## src/source/video_pkg.sv

```systemverilog
package video_pkg;

    // width of one color channel.
    localparam int PIX_W = 8;

    // one unsigned color channel value.
    typedef logic [PIX_W-1:0] pixel_t;

    // channel index, in the order the gain divisions run.
    typedef enum logic [1:0] {
        chan_red   = 2'd0,
        chan_green = 2'd1,
        chan_blue  = 2'd2
    } chan_e;

endpackage : video_pkg

```

## src/source/wb_pkg.sv

```systemverilog
package wb_pkg;

    // gain format is unsigned 2.8 fixed point.
    localparam int GAIN_W    = 10;
    localparam int GAIN_FRAC = 8;

    typedef logic [GAIN_W-1:0] gain_t;

    // 1.0 and just under 4.0.
    localparam gain_t GAIN_ONE = 10'd256;
    localparam gain_t GAIN_MAX = 10'd1023;

    // bits needed to hold one channel summed over a full active frame.
    function automatic int sum_width(input int pix_w, input int h_act, input int v_act);
        longint peak;
        peak = ((longint'(1) << pix_w) - 1) * longint'(h_act) * longint'(v_act);
        return $clog2(peak + 1);
    endfunction

    // the total of three sums needs two more bits, then it is scaled by GAIN_FRAC.
    function automatic int div_width(input int sum_w);
        return sum_w + 2 + GAIN_FRAC;
    endfunction

endpackage : wb_pkg

```

## src/source/frame_stats.sv

```systemverilog
`timescale 1ns/1ps

module frame_stats
    import video_pkg::*;
    import wb_pkg::*;
#(
    parameter  int H_ACT = 1280,
    parameter  int V_ACT = 720,
    localparam int SUM_W = sum_width(PIX_W, H_ACT, V_ACT)
) (
    input  logic             clk,
    input  logic             i_rst_n,
    input  logic             i_vsync,
    input  logic             i_de,
    input  pixel_t           i_r,
    input  pixel_t           i_g,
    input  pixel_t           i_b,
    output logic [SUM_W-1:0] o_sum_r,
    output logic [SUM_W-1:0] o_sum_g,
    output logic [SUM_W-1:0] o_sum_b,
    output logic             o_stats_valid
);

    logic             vsync_q;
    logic             vsync_rise;
    logic [SUM_W-1:0] acc_r;
    logic [SUM_W-1:0] acc_g;
    logic [SUM_W-1:0] acc_b;

    assign vsync_rise = i_vsync & ~vsync_q;

    // running sums restart on the frame boundary.
    // a pixel sampled on the edge itself already belongs to the new frame.
    always_ff @(posedge clk) begin
        if (!i_rst_n) begin
            vsync_q       <= 1'b0;
            o_stats_valid <= 1'b0;
            acc_r         <= '0;
            acc_g         <= '0;
            acc_b         <= '0;
        end else begin
            vsync_q       <= i_vsync;
            o_stats_valid <= vsync_rise;
            if (vsync_rise) begin
                acc_r <= i_de ? SUM_W'(i_r) : '0;
                acc_g <= i_de ? SUM_W'(i_g) : '0;
                acc_b <= i_de ? SUM_W'(i_b) : '0;
            end else if (i_de) begin
                acc_r <= acc_r + SUM_W'(i_r);
                acc_g <= acc_g + SUM_W'(i_g);
                acc_b <= acc_b + SUM_W'(i_b);
            end
        end
    end

    // finished frame totals stay here until the next edge.
    always_ff @(posedge clk) begin
        if (vsync_rise) begin
            o_sum_r <= acc_r;
            o_sum_g <= acc_g;
            o_sum_b <= acc_b;
        end
    end

endmodule : frame_stats

```

## src/source/gain_apply.sv

```systemverilog
`timescale 1ns/1ps

module gain_apply
    import video_pkg::*;
    import wb_pkg::*;
(
    input  logic   clk,
    input  logic   i_rst_n,
    input  logic   i_vsync,
    input  logic   i_hsync,
    input  logic   i_de,
    input  pixel_t i_r,
    input  pixel_t i_g,
    input  pixel_t i_b,
    input  gain_t  i_gain_r,
    input  gain_t  i_gain_g,
    input  gain_t  i_gain_b,
    output logic   o_vsync,
    output logic   o_hsync,
    output logic   o_de,
    output pixel_t o_r,
    output pixel_t o_g,
    output pixel_t o_b
);

    localparam int     PROD_W  = PIX_W + GAIN_W;
    localparam pixel_t PIX_MAX = '1;

    logic [PROD_W-1:0] prod_r;
    logic [PROD_W-1:0] prod_g;
    logic [PROD_W-1:0] prod_b;
    logic              vsync_d1;
    logic              hsync_d1;
    logic              de_d1;

    // drop the fraction, then saturate to the pixel range.
    function automatic pixel_t scale_sat(input logic [PROD_W-1:0] prod);
        logic [PROD_W-GAIN_FRAC-1:0] scaled;
        scaled = prod[PROD_W-1:GAIN_FRAC];
        if (scaled > (PROD_W-GAIN_FRAC)'(PIX_MAX)) begin
            return PIX_MAX;
        end
        return scaled[PIX_W-1:0];
    endfunction

    // stage one registers the full products.
    always_ff @(posedge clk) begin
        prod_r <= PROD_W'(i_r) * PROD_W'(i_gain_r);
        prod_g <= PROD_W'(i_g) * PROD_W'(i_gain_g);
        prod_b <= PROD_W'(i_b) * PROD_W'(i_gain_b);
    end

    // stage two scales the data while sync follows through two registers.
    always_ff @(posedge clk) begin
        if (!i_rst_n) begin
            vsync_d1 <= 1'b0;
            hsync_d1 <= 1'b0;
            de_d1    <= 1'b0;
            o_vsync  <= 1'b0;
            o_hsync  <= 1'b0;
            o_de     <= 1'b0;
            o_r      <= '0;
            o_g      <= '0;
            o_b      <= '0;
        end else begin
            vsync_d1 <= i_vsync;
            hsync_d1 <= i_hsync;
            de_d1    <= i_de;
            o_vsync  <= vsync_d1;
            o_hsync  <= hsync_d1;
            o_de     <= de_d1;
            // blanking pixels leave as black.
            o_r      <= de_d1 ? scale_sat(prod_r) : '0;
            o_g      <= de_d1 ? scale_sat(prod_g) : '0;
            o_b      <= de_d1 ? scale_sat(prod_b) : '0;
        end
    end

endmodule : gain_apply

```

## src/source/gain_calc.sv

```systemverilog
`timescale 1ns/1ps

module gain_calc
    import video_pkg::*;
    import wb_pkg::*;
#(
    parameter  int H_ACT = 1280,
    parameter  int V_ACT = 720,
    localparam int SUM_W = sum_width(PIX_W, H_ACT, V_ACT)
) (
    input  logic             clk,
    input  logic             i_rst_n,
    input  logic [SUM_W-1:0] i_sum_r,
    input  logic [SUM_W-1:0] i_sum_g,
    input  logic [SUM_W-1:0] i_sum_b,
    input  logic             i_stats_valid,
    output gain_t            o_gain_r,
    output gain_t            o_gain_g,
    output gain_t            o_gain_b
);

    localparam int TOT_W = SUM_W + 2;
    localparam int DIV_W = div_width(SUM_W);

    typedef enum logic [1:0] {st_idle, st_start, st_wait, st_load} state_e;

    state_e           state;
    chan_e            chan;
    logic [TOT_W-1:0] total_q;
    logic [SUM_W-1:0] sum_sel;
    logic [TOT_W-1:0] sum_x3;
    logic             div_start;
    logic             div_done;
    logic [DIV_W-1:0] dividend;
    logic [DIV_W-1:0] divisor;
    logic [DIV_W-1:0] quotient;
    gain_t            gain_clamped;
    gain_t            pend_r;
    gain_t            pend_g;
    gain_t            pend_b;

    always_comb begin
        case (chan)
            chan_red:   sum_sel = i_sum_r;
            chan_green: sum_sel = i_sum_g;
            default:    sum_sel = i_sum_b;
        endcase
    end

    // gain = (total / 3) / sum, scaled to GAIN_FRAC bits.
    assign sum_x3    = TOT_W'({sum_sel, 1'b0}) + TOT_W'(sum_sel);
    assign dividend  = {total_q, {GAIN_FRAC{1'b0}}};
    assign divisor   = {{GAIN_FRAC{1'b0}}, sum_x3};
    assign div_start = (state == st_start);

    assign gain_clamped = (sum_sel == '0 || quotient > DIV_W'(GAIN_MAX)) ?
                          GAIN_MAX : quotient[GAIN_W-1:0];

    wb_divider #(.DIV_W(DIV_W)) wb_divider_inst (
        .clk       (clk),
        .i_rst_n   (i_rst_n),
        .i_start   (div_start),
        .i_dividend(dividend),
        .i_divisor (divisor),
        .o_quotient(quotient),
        .o_done    (div_done)
    );

    always_ff @(posedge clk) begin
        if (!i_rst_n) begin
            state    <= st_idle;
            chan     <= chan_red;
            o_gain_r <= GAIN_ONE;
            o_gain_g <= GAIN_ONE;
            o_gain_b <= GAIN_ONE;
        end else begin
            case (state)
                st_idle: begin
                    if (i_stats_valid) begin
                        chan  <= chan_red;
                        state <= st_start;
                    end
                end
                st_start: state <= st_wait;
                st_wait: begin
                    if (div_done) begin
                        if (chan == chan_blue) begin
                            state <= st_load;
                        end else begin
                            chan  <= (chan == chan_red) ? chan_green : chan_blue;
                            state <= st_start;
                        end
                    end
                end
                // all three gains switch in the same cycle.
                st_load: begin
                    o_gain_r <= pend_r;
                    o_gain_g <= pend_g;
                    o_gain_b <= pend_b;
                    state    <= st_idle;
                end
                default: state <= st_idle;
            endcase
        end
    end

    always_ff @(posedge clk) begin
        if (state == st_idle && i_stats_valid) begin
            total_q <= TOT_W'(i_sum_r) + TOT_W'(i_sum_g) + TOT_W'(i_sum_b);
        end
        if (state == st_wait && div_done) begin
            case (chan)
                chan_red:   pend_r <= gain_clamped;
                chan_green: pend_g <= gain_clamped;
                default:    pend_b <= gain_clamped;
            endcase
        end
    end

endmodule : gain_calc

```

## src/source/wb_divider.sv

```systemverilog
`timescale 1ns/1ps

module wb_divider #(
    parameter int DIV_W = 32
) (
    input  logic             clk,
    input  logic             i_rst_n,
    input  logic             i_start,
    input  logic [DIV_W-1:0] i_dividend,
    input  logic [DIV_W-1:0] i_divisor,
    output logic [DIV_W-1:0] o_quotient,
    output logic             o_done
);

    localparam int CNT_W = $clog2(DIV_W + 1);

    logic             busy;
    logic [CNT_W-1:0] cnt;
    logic [DIV_W-1:0] rem_q;
    logic [DIV_W-1:0] quo_q;
    logic [DIV_W-1:0] dsr_q;
    logic [DIV_W:0]   shifted;
    logic [DIV_W+1:0] trial;
    logic [DIV_W-1:0] rem_next;
    logic [DIV_W-1:0] quo_next;

    // one restoring step. the dividend shifts out of quo_q as quotient bits shift in.
    // with a zero divisor every trial succeeds, so the quotient comes out all ones.
    always_comb begin
        shifted = {rem_q, quo_q[DIV_W-1]};
        trial   = {1'b0, shifted} - {2'b00, dsr_q};
        if (trial[DIV_W+1]) begin
            rem_next = shifted[DIV_W-1:0];
            quo_next = {quo_q[DIV_W-2:0], 1'b0};
        end else begin
            rem_next = trial[DIV_W-1:0];
            quo_next = {quo_q[DIV_W-2:0], 1'b1};
        end
    end

    // step counter. done rises with the last step, DIV_W+1 cycles after start.
    always_ff @(posedge clk) begin
        if (!i_rst_n) begin
            busy   <= 1'b0;
            cnt    <= '0;
            o_done <= 1'b0;
        end else begin
            o_done <= 1'b0;
            if (i_start) begin
                busy <= 1'b1;
                cnt  <= '0;
            end else if (busy) begin
                cnt <= cnt + CNT_W'(1);
                if (cnt == CNT_W'(DIV_W - 1)) begin
                    busy   <= 1'b0;
                    o_done <= 1'b1;
                end
            end
        end
    end

    always_ff @(posedge clk) begin
        if (i_start) begin
            rem_q <= '0;
            quo_q <= i_dividend;
            dsr_q <= i_divisor;
        end else if (busy) begin
            rem_q <= rem_next;
            quo_q <= quo_next;
        end
    end

    // quotient stays put once the steps stop.
    assign o_quotient = quo_q;

endmodule : wb_divider

```

## src/source/wb_top.sv

```systemverilog
`timescale 1ns/1ps

module wb_top
    import video_pkg::*;
    import wb_pkg::*;
#(
    parameter  int H_ACT = 1280,
    parameter  int V_ACT = 720,
    localparam int SUM_W = sum_width(PIX_W, H_ACT, V_ACT)
) (
    input  logic   clk,
    input  logic   i_rst_n,
    input  logic   i_vsync,
    input  logic   i_hsync,
    input  logic   i_de,
    input  pixel_t i_r,
    input  pixel_t i_g,
    input  pixel_t i_b,
    output logic   o_vsync,
    output logic   o_hsync,
    output logic   o_de,
    output pixel_t o_r,
    output pixel_t o_g,
    output pixel_t o_b,
    output gain_t  o_gain_r,
    output gain_t  o_gain_g,
    output gain_t  o_gain_b
);

    logic [SUM_W-1:0] sum_r;
    logic [SUM_W-1:0] sum_g;
    logic [SUM_W-1:0] sum_b;
    logic             stats_valid;

    // statistics of the current frame.
    frame_stats #(.H_ACT(H_ACT), .V_ACT(V_ACT)) frame_stats_inst (
        .clk          (clk),
        .i_rst_n      (i_rst_n),
        .i_vsync      (i_vsync),
        .i_de         (i_de),
        .i_r          (i_r),
        .i_g          (i_g),
        .i_b          (i_b),
        .o_sum_r      (sum_r),
        .o_sum_g      (sum_g),
        .o_sum_b      (sum_b),
        .o_stats_valid(stats_valid)
    );

    // gains are computed in blanking and apply from the next frame on.
    gain_calc #(.H_ACT(H_ACT), .V_ACT(V_ACT)) gain_calc_inst (
        .clk          (clk),
        .i_rst_n      (i_rst_n),
        .i_sum_r      (sum_r),
        .i_sum_g      (sum_g),
        .i_sum_b      (sum_b),
        .i_stats_valid(stats_valid),
        .o_gain_r     (o_gain_r),
        .o_gain_g     (o_gain_g),
        .o_gain_b     (o_gain_b)
    );

    gain_apply gain_apply_inst (
        .clk     (clk),
        .i_rst_n (i_rst_n),
        .i_vsync (i_vsync),
        .i_hsync (i_hsync),
        .i_de    (i_de),
        .i_r     (i_r),
        .i_g     (i_g),
        .i_b     (i_b),
        .i_gain_r(o_gain_r),
        .i_gain_g(o_gain_g),
        .i_gain_b(o_gain_b),
        .o_vsync (o_vsync),
        .o_hsync (o_hsync),
        .o_de    (o_de),
        .o_r     (o_r),
        .o_g     (o_g),
        .o_b     (o_b)
    );

endmodule : wb_top

```

## config.mk

```make
export PLATFORM = sky130hd
export DESIGN_NAME = wb_top
export DESIGN_NICKNAME = d
export VERILOG_FILES = /design/src/source/video_pkg.sv /design/src/source/wb_pkg.sv /design/src/source/frame_stats.sv /design/src/source/gain_apply.sv /design/src/source/gain_calc.sv /design/src/source/wb_divider.sv /design/src/source/wb_top.sv
export SDC_FILE = /design/constraint.sdc
export NUM_CORES = 1
export LEC_CHECK = 0
export BUFFER_PORTS_ARGS = -buffer_cell sky130_fd_sc_hd__buf_2
export CORE_MARGIN = 4
export CORE_UTILIZATION = 26
export DETAILED_ROUTE_END_ITERATION = 8
export PLACE_DENSITY_LB_ADDON = 0.3
export SKIP_CTS_REPAIR_TIMING = 1
export SLEW_MARGIN = 20
export SYNTH_ARGS = -nofsm -noshare
export SYNTH_HDL_FRONTEND = slang
export SYNTH_SLANG_ARGS = --single-unit
```

## constraint.sdc

```tcl
create_clock -name clk -period 5.4 [get_ports clk]
set_clock_uncertainty 0.15 [all_clocks]
set_input_delay 0.54 -clock clk [delete_from_list [all_inputs] [get_ports clk]]
set_output_delay 0.54 -clock clk [all_outputs]
set_load 0.05 [all_outputs]
```

---- After elaboration in Yosys (flattened, before gate mapping) ----
Cells that the tools add are included.
word-level totals
  bits in registers ....................... 461
  input port bits ......................... 29
operators by class
  add/sub/neg operators ................... 8
  multiply operators ...................... 3
  magnitude comparators ................... 4
  equality and inequality tests ........... 9
  multiplexer cells ....................... 40
  bitwise logic cells ..................... 5
  reduce and logical (&&, ||, !) cells .... 18
operator list
  cell                                                                     count
  28-bit two-way mux                                                       6
  38-bit two-way mux                                                       3
  28-bit by 8-bit adder with 28-bit output                                 3
  8-bit two-way mux                                                        9
  28-bit one-hot mux with 2 select lines                                   1
  8-bit by 10-bit multiplier with 18-bit output                            3
  39-bit by 30-bit subtractor with 40-bit output                           1
  38-bit by 10-bit > comparator with 1-bit output (second input constant)  1
  29-bit by 28-bit adder with 30-bit output                                1
  30-bit by 28-bit adder with 30-bit output                                1
  10-bit by 8-bit > comparator with 1-bit output (second input constant)   3
  28-bit by 28-bit adder with 29-bit output                                1
  28-bit zero test                                                         1
  2-bit two-way mux                                                        7
  1-bit two-way mux                                                        11
  10-bit two-way mux                                                       1
  2-bit AND reduction                                                      5
  2-bit one-hot mux with 4 select lines                                    1
  6-bit by 1-bit adder with 6-bit output (second input constant)           1
  2-bit equality test (second input constant)                              3
  6-bit equality test (second input constant)                              1
  2-bit inequality test (second input constant)                            3
  2-bit nonzero test                                                       3
  2-bit by 1-bit equality test with 1-bit output (second input constant)   2
  other kinds (9)                                                          15

---- Longest topological paths before layout ----
  depth after elaboration ................. 5
  mapped depth ............................ 22
  depth with buffers taken out ............ 21

---- Cells and area by module ----
From an unflattened synthesis, not the netlist that was laid out.
second synthesis, totals
  cell total of the unflattened synthesis .. 3061
  area total of the unflattened synthesis .. 30744.5 sq um
modules (own cells, without submodules)
  module       instances  cells an instance  area an instance (sq um)  sequential area each (sq um)
  gain_apply   1          897                8613.3                    1201.2
  gain_calc    1          792                7547.2                    2482.4
  frame_stats  1          674                7465.9                    4244.1
  wb_divider   1          698                7118.1                    3203.1

---- Worst setup path after synthesis ----
OpenSTA, ideal clock, no wires.
  path kind ............................... input to register
  start ................................... input port i_g[4]
  end ..................................... register gain_apply_inst.prod_g[17]
  setup time .............................. 0.121 ns
  data arrival time ....................... 4.919 ns
  path slack .............................. 0.210 ns
  stages on the path ...................... 18
  buffers on the path ..................... 1
  cells stage by stage .................... clkbuf_1 > and2_1 > fa_1 > fa_1 > inv_1 > fa_1 > inv_1 > fa_1 > ha_1 > a211oi_1 > o31ai_1 > a31oi_1 > o21ai_1 > o41ai_1 > o21ai_1 > nor3_1 > o21bai_1 > xnor2_1
on the way
  word-level cells in the longest chain between the ends .. 1
ends and longest elaborated chain
  what                                           RTL line          text
  start, declared                                wb_top.sv:17      input pixel_t i_g,
  8-bit by 10-bit multiplier with 18-bit output  gain_apply.sv:49  prod_g <= PROD_W'(i_g) * PROD_W'(i_gain_g);
  end signal, assigned                           gain_apply.sv:49
  end, declared                                  gain_apply.sv:30  logic [PROD_W-1:0] prod_g;
Every way passes these cells.
A chain may end at the register's enable or synchronous reset.

---- Worst setup path in the final report ----
  start ................................... register gain_calc_inst.o_gain_r[0]
  end ..................................... register gain_apply_inst.prod_r[17]
on the way
  word-level cells in the longest chain between the ends .. 1
ends and longest elaborated chain
  what                                           RTL line          text
  start, declared                                gain_calc.sv:17   output gain_t o_gain_r,
  start signal, assigned                         gain_calc.sv:97   o_gain_r <= pend_r;
  8-bit by 10-bit multiplier with 18-bit output  gain_apply.sv:48  prod_r <= PROD_W'(i_r) * PROD_W'(i_gain_r);
  end signal, assigned                           gain_apply.sv:48
  end, declared                                  gain_apply.sv:29  logic [PROD_W-1:0] prod_r;
Every way passes these cells.

==> reports/metrics.cfg <==
[status]
outcome=completed

[flow_run]
cap_violations=0

[clock_network]
clk_latency_ns=0.61
cts.sinks=437
cts_buffer_depth=3
cts_buffers=51
cts-htree-levels=2
tritoncts=done
clk_pin_slew_ns=0.06
root_buffer=clkbuf_16

[detailed_routing]
wirelength_mm=74.0
firstDrtPassIters=6
route.detailed.drc=0
num_vias=22100
vias_per_cell=4.56
first_iter_violations=1156
ant_nets=0
route.detailed.wl_per_inst_um=15.3

[sta]
drv_slew=0
whs_ns=0.0114
worstMarginPinSlew_ns=1.11
slew_headroom=0.250
layout_min_cycle_time_ns=5.07
rsz0062_at_grt=no
finalCritPeriodShare=0.938
hold_viol_final=0
timing.fmax_ghz=0.197
finalWorstSetupSlack_ns=0.332
setup-violations-final=0

[floorplanning]
die_area_um2=121000
core-area_um2=115000
die_h_um=348
die_w_um=348
io_pins=86
rows=124
initial_core_util=0.262

[setup_path]
worst-setup-path-type=reg2reg
cp.arrival_ns=5.46
required_ns=5.79
cp_max_fo=9
r2r_end=gain_apply_inst.prod_r[17]
reg2reg_from=gain_calc_inst.o_gain_r[0]
r2r_cells=19
reg2reg_slack_ns=0.33
critPathLaunchType=flop
critPathCaptureType=flop

[yosys]
synth_top_area_share=0.204
synth_top_flop_cell=dfxtp_1
synth_area_leader_cell=edfxtp_1
synth_area_leaders=edfxtp_1 (20%), dfxtp_1 (16%), ha_1 (11%), fa_1 (9.9%), nand2_1 (4.5%)
synthCells=3217
ys_seq_elements=437
seq_area_frac_synth=0.360
synth_edf_count=204
syn_avg_cell_area_um2=9.32
ys_types=78
synth.most_common_cell=nand2_1
synth_common_cells=nand2_1 (359), inv_1 (303), ha_1 (263), dfxtp_1 (233), and2_1 (212)
netlist_area_um2=30000
synthArstFlopShare=0
synth_nets=3657
ys_warn_count=0

[global_routing]
gr-total-overflow=0
antenna_found_initial=5
grt_max_degree=86
grt_pass1_wl_mm=121
grt_pass1_vias=21800
track_usage=0.122

[cells_and_area]
post-route-util=0.297
multi_input_area_um2=17700
stdcell_count=4848
seqCellArea_um2=10800
drive_gt1_frac=0.0732
num-fill-cells=12100
nets=3735
areaGrowthSynthToFinish_pct=13.4

[place]
pre_cts_ws_ns=-0.0174
gp_congestion=0.809
dp_cells=4754
hpwl_mm=56.5
portBuffers=85

[worst_hold_path]
hp-class=in2reg
hold_depth=2
hp-start=i_hsync
min_to=gain_apply_inst.hsync_d1

[power_and_ir_drop]
total_power_uw=9670
ir_drop_mv=0.257
power_density_nw_per_um2=284
p_leak_uw=0.0143

placed cells by master (no fill, tap or decap), types with 7 or more instances in the layout:
| master | Yosys | final |
|---|---|---|
| buf_4 | 0 | 54 |
| xor2_1 | 43 | 43 |
| o21ai_0 | 127 | 127 |
| buf_2 | 2 | 85 |
| o21a_1 | 50 | 50 |
| nand2_1 | 359 | 358 |
| inv_1 | 303 | 301 |
| nor2b_1 | 28 | 28 |
| edfxtp_1 | 204 | 204 |
| a21oi_1 | 160 | 160 |
| nor3_1 | 45 | 45 |
| a21boi_0 | 7 | 7 |
| o21bai_1 | 12 | 12 |
| ha_1 | 263 | 263 |
| a311oi_1 | 12 | 12 |
| o211ai_1 | 13 | 13 |
| xnor2_1 | 139 | 139 |
| and2_1 | 212 | 211 |
| a22oi_1 | 24 | 24 |
| nor4_1 | 12 | 12 |
| clkbuf_16 | 0 | 53 |
| o31ai_1 | 13 | 13 |
| fa_1 | 148 | 148 |
| nand4_1 | 25 | 25 |
| nor2_1 | 209 | 207 |
| o21ai_1 | 29 | 29 |
| nand2b_1 | 36 | 35 |
| clkbuf_1 | 102 | 16 |
| nand3_1 | 83 | 83 |
| mux2i_1 | 39 | 39 |
| a21o_1 | 55 | 55 |
| a211oi_1 | 33 | 33 |
| a31o_1 | 7 | 7 |
| or3_1 | 11 | 11 |
| and3_1 | 29 | 29 |
| a31oi_1 | 39 | 38 |
| a21boi_1 | 7 | 7 |
| dfxtp_1 | 233 | 229 |
how the worst max path moves through the flow:
| stage | startpoint | to | slack, ns | cells after the start |
|---|---|---|---|---|
| 6_report | gain_calc_inst.o_gain_r[0] | gain_apply_inst.prod_r[17] | 0.33 | 19 |
| 5_1_grt | gain_calc_inst.o_gain_r[0] | gain_apply_inst.prod_r[17] | 0.01 | 19 |
| 4_1_cts | gain_calc_inst.o_gain_g[1] | gain_apply_inst.prod_g[17] | 0.20 | 18 |
| 3_5_place_dp | i_g[4] | gain_apply_inst.prod_g[17] | -0.02 | 20 |
| 3_3_place_gp | i_g[4] | gain_apply_inst.prod_g[17] | 0.03 | 20 |
| 2_1_floorplan | i_g[4] | gain_apply_inst.prod_g[17] | 0.21 | 18 |
cells by family (layout without fill, tap and decap cells):
group | after synthesis | in the layout | share of synthesized area
xor+xnor | 182 | 182 | 0.0531
mux | 40 | 40 | 0.0134
other cells | 0 | 1 | 0
flops | 437 | 437 | 0.360
compound gates | 645 | 645 | 0.138
simple gates | 1083 | 1083 | 0.175
buf+inv | 419 | 537 | 0.0525
fa+ha+maj | 411 | 411 | 0.208
area by class of cell:
class / instances / area share
multi-input cells: 2361 / 0.520
flip-flops and latches: 437 / 0.318
well taps: 1512 / 0.0556
clock buffers: 74 / 0.0428
inverters: 305 / 0.0338
repair buffers: 139 / 0.0244
clock inverters: 19 / 0.00600
diodes: 1 / 0.0000736
worst max-delay path, cell delays in order, from the launching register on:
cell,delay [ns]
dfxtp_1,0.54
and2_1,0.19
ha_1,0.13
inv_1,0.05
fa_1,0.52
inv_1,0.04
ha_1,0.26
inv_1,0.05
fa_1,0.52
inv_1,0.04
ha_1,0.28
and4b_1,0.17
a31o_1,0.21
a21o_1,0.18
a21o_1,0.20
a41oi_1,0.43
o21ai_1,0.23
o41ai_1,0.49
o21ba_1,0.20
xnor2_1,0.11
where the power goes:
group          total (µW)  internal, µW  switching [µW]
clock                3430          2020            1420
sequential           3950          3750             194
combinational        2290           952            1330
routing by layer:
metal,track usage,vias up,part of all wire
met5,0,-,0
met4,0.0285,0,0.020
met3,0.0147,80,0.030
met2,0.200,261,0.46
met1,0.172,10600,0.49
li1,-,11200,-
flip-flops by register name, summed over array words and instances, names as in the netlist, 6 cells and up:
name                                       cells
frame_stats_inst.acc_b                        28
frame_stats_inst.acc_g                        28
frame_stats_inst.acc_r                        28
frame_stats_inst.o_sum_b                      28
frame_stats_inst.o_sum_g                      28
frame_stats_inst.o_sum_r                      28
gain_apply_inst.o_b                            8
gain_apply_inst.o_g                            8
gain_apply_inst.o_r                            8
gain_apply_inst.prod_b                        10
gain_apply_inst.prod_g                        10
gain_apply_inst.prod_r                        10
gain_calc_inst.o_gain_b                       10
gain_calc_inst.o_gain_g                       10
gain_calc_inst.o_gain_r                       10
gain_calc_inst.pend_b                         10
gain_calc_inst.pend_g                         10
gain_calc_inst.pend_r                         10
gain_calc_inst.total_q                        30
gain_calc_inst.wb_divider_inst.cnt             6
gain_calc_inst.wb_divider_inst.dsr_q          30
gain_calc_inst.wb_divider_inst.o_quotient     38
gain_calc_inst.wb_divider_inst.rem_q          38
per-stage QoR:
stage | setup TNS, ns | cell area [µm²]
3_5_place_dp | -0.0174 | 32300
5_1_grt | 0 | 34000
2_1_floorplan | 0 | 30000
6_report | 0 | 34000
4_1_cts | 0 | 34000
3_3_place_gp | 0 | 32300
(Power assumes the default switching activity.)
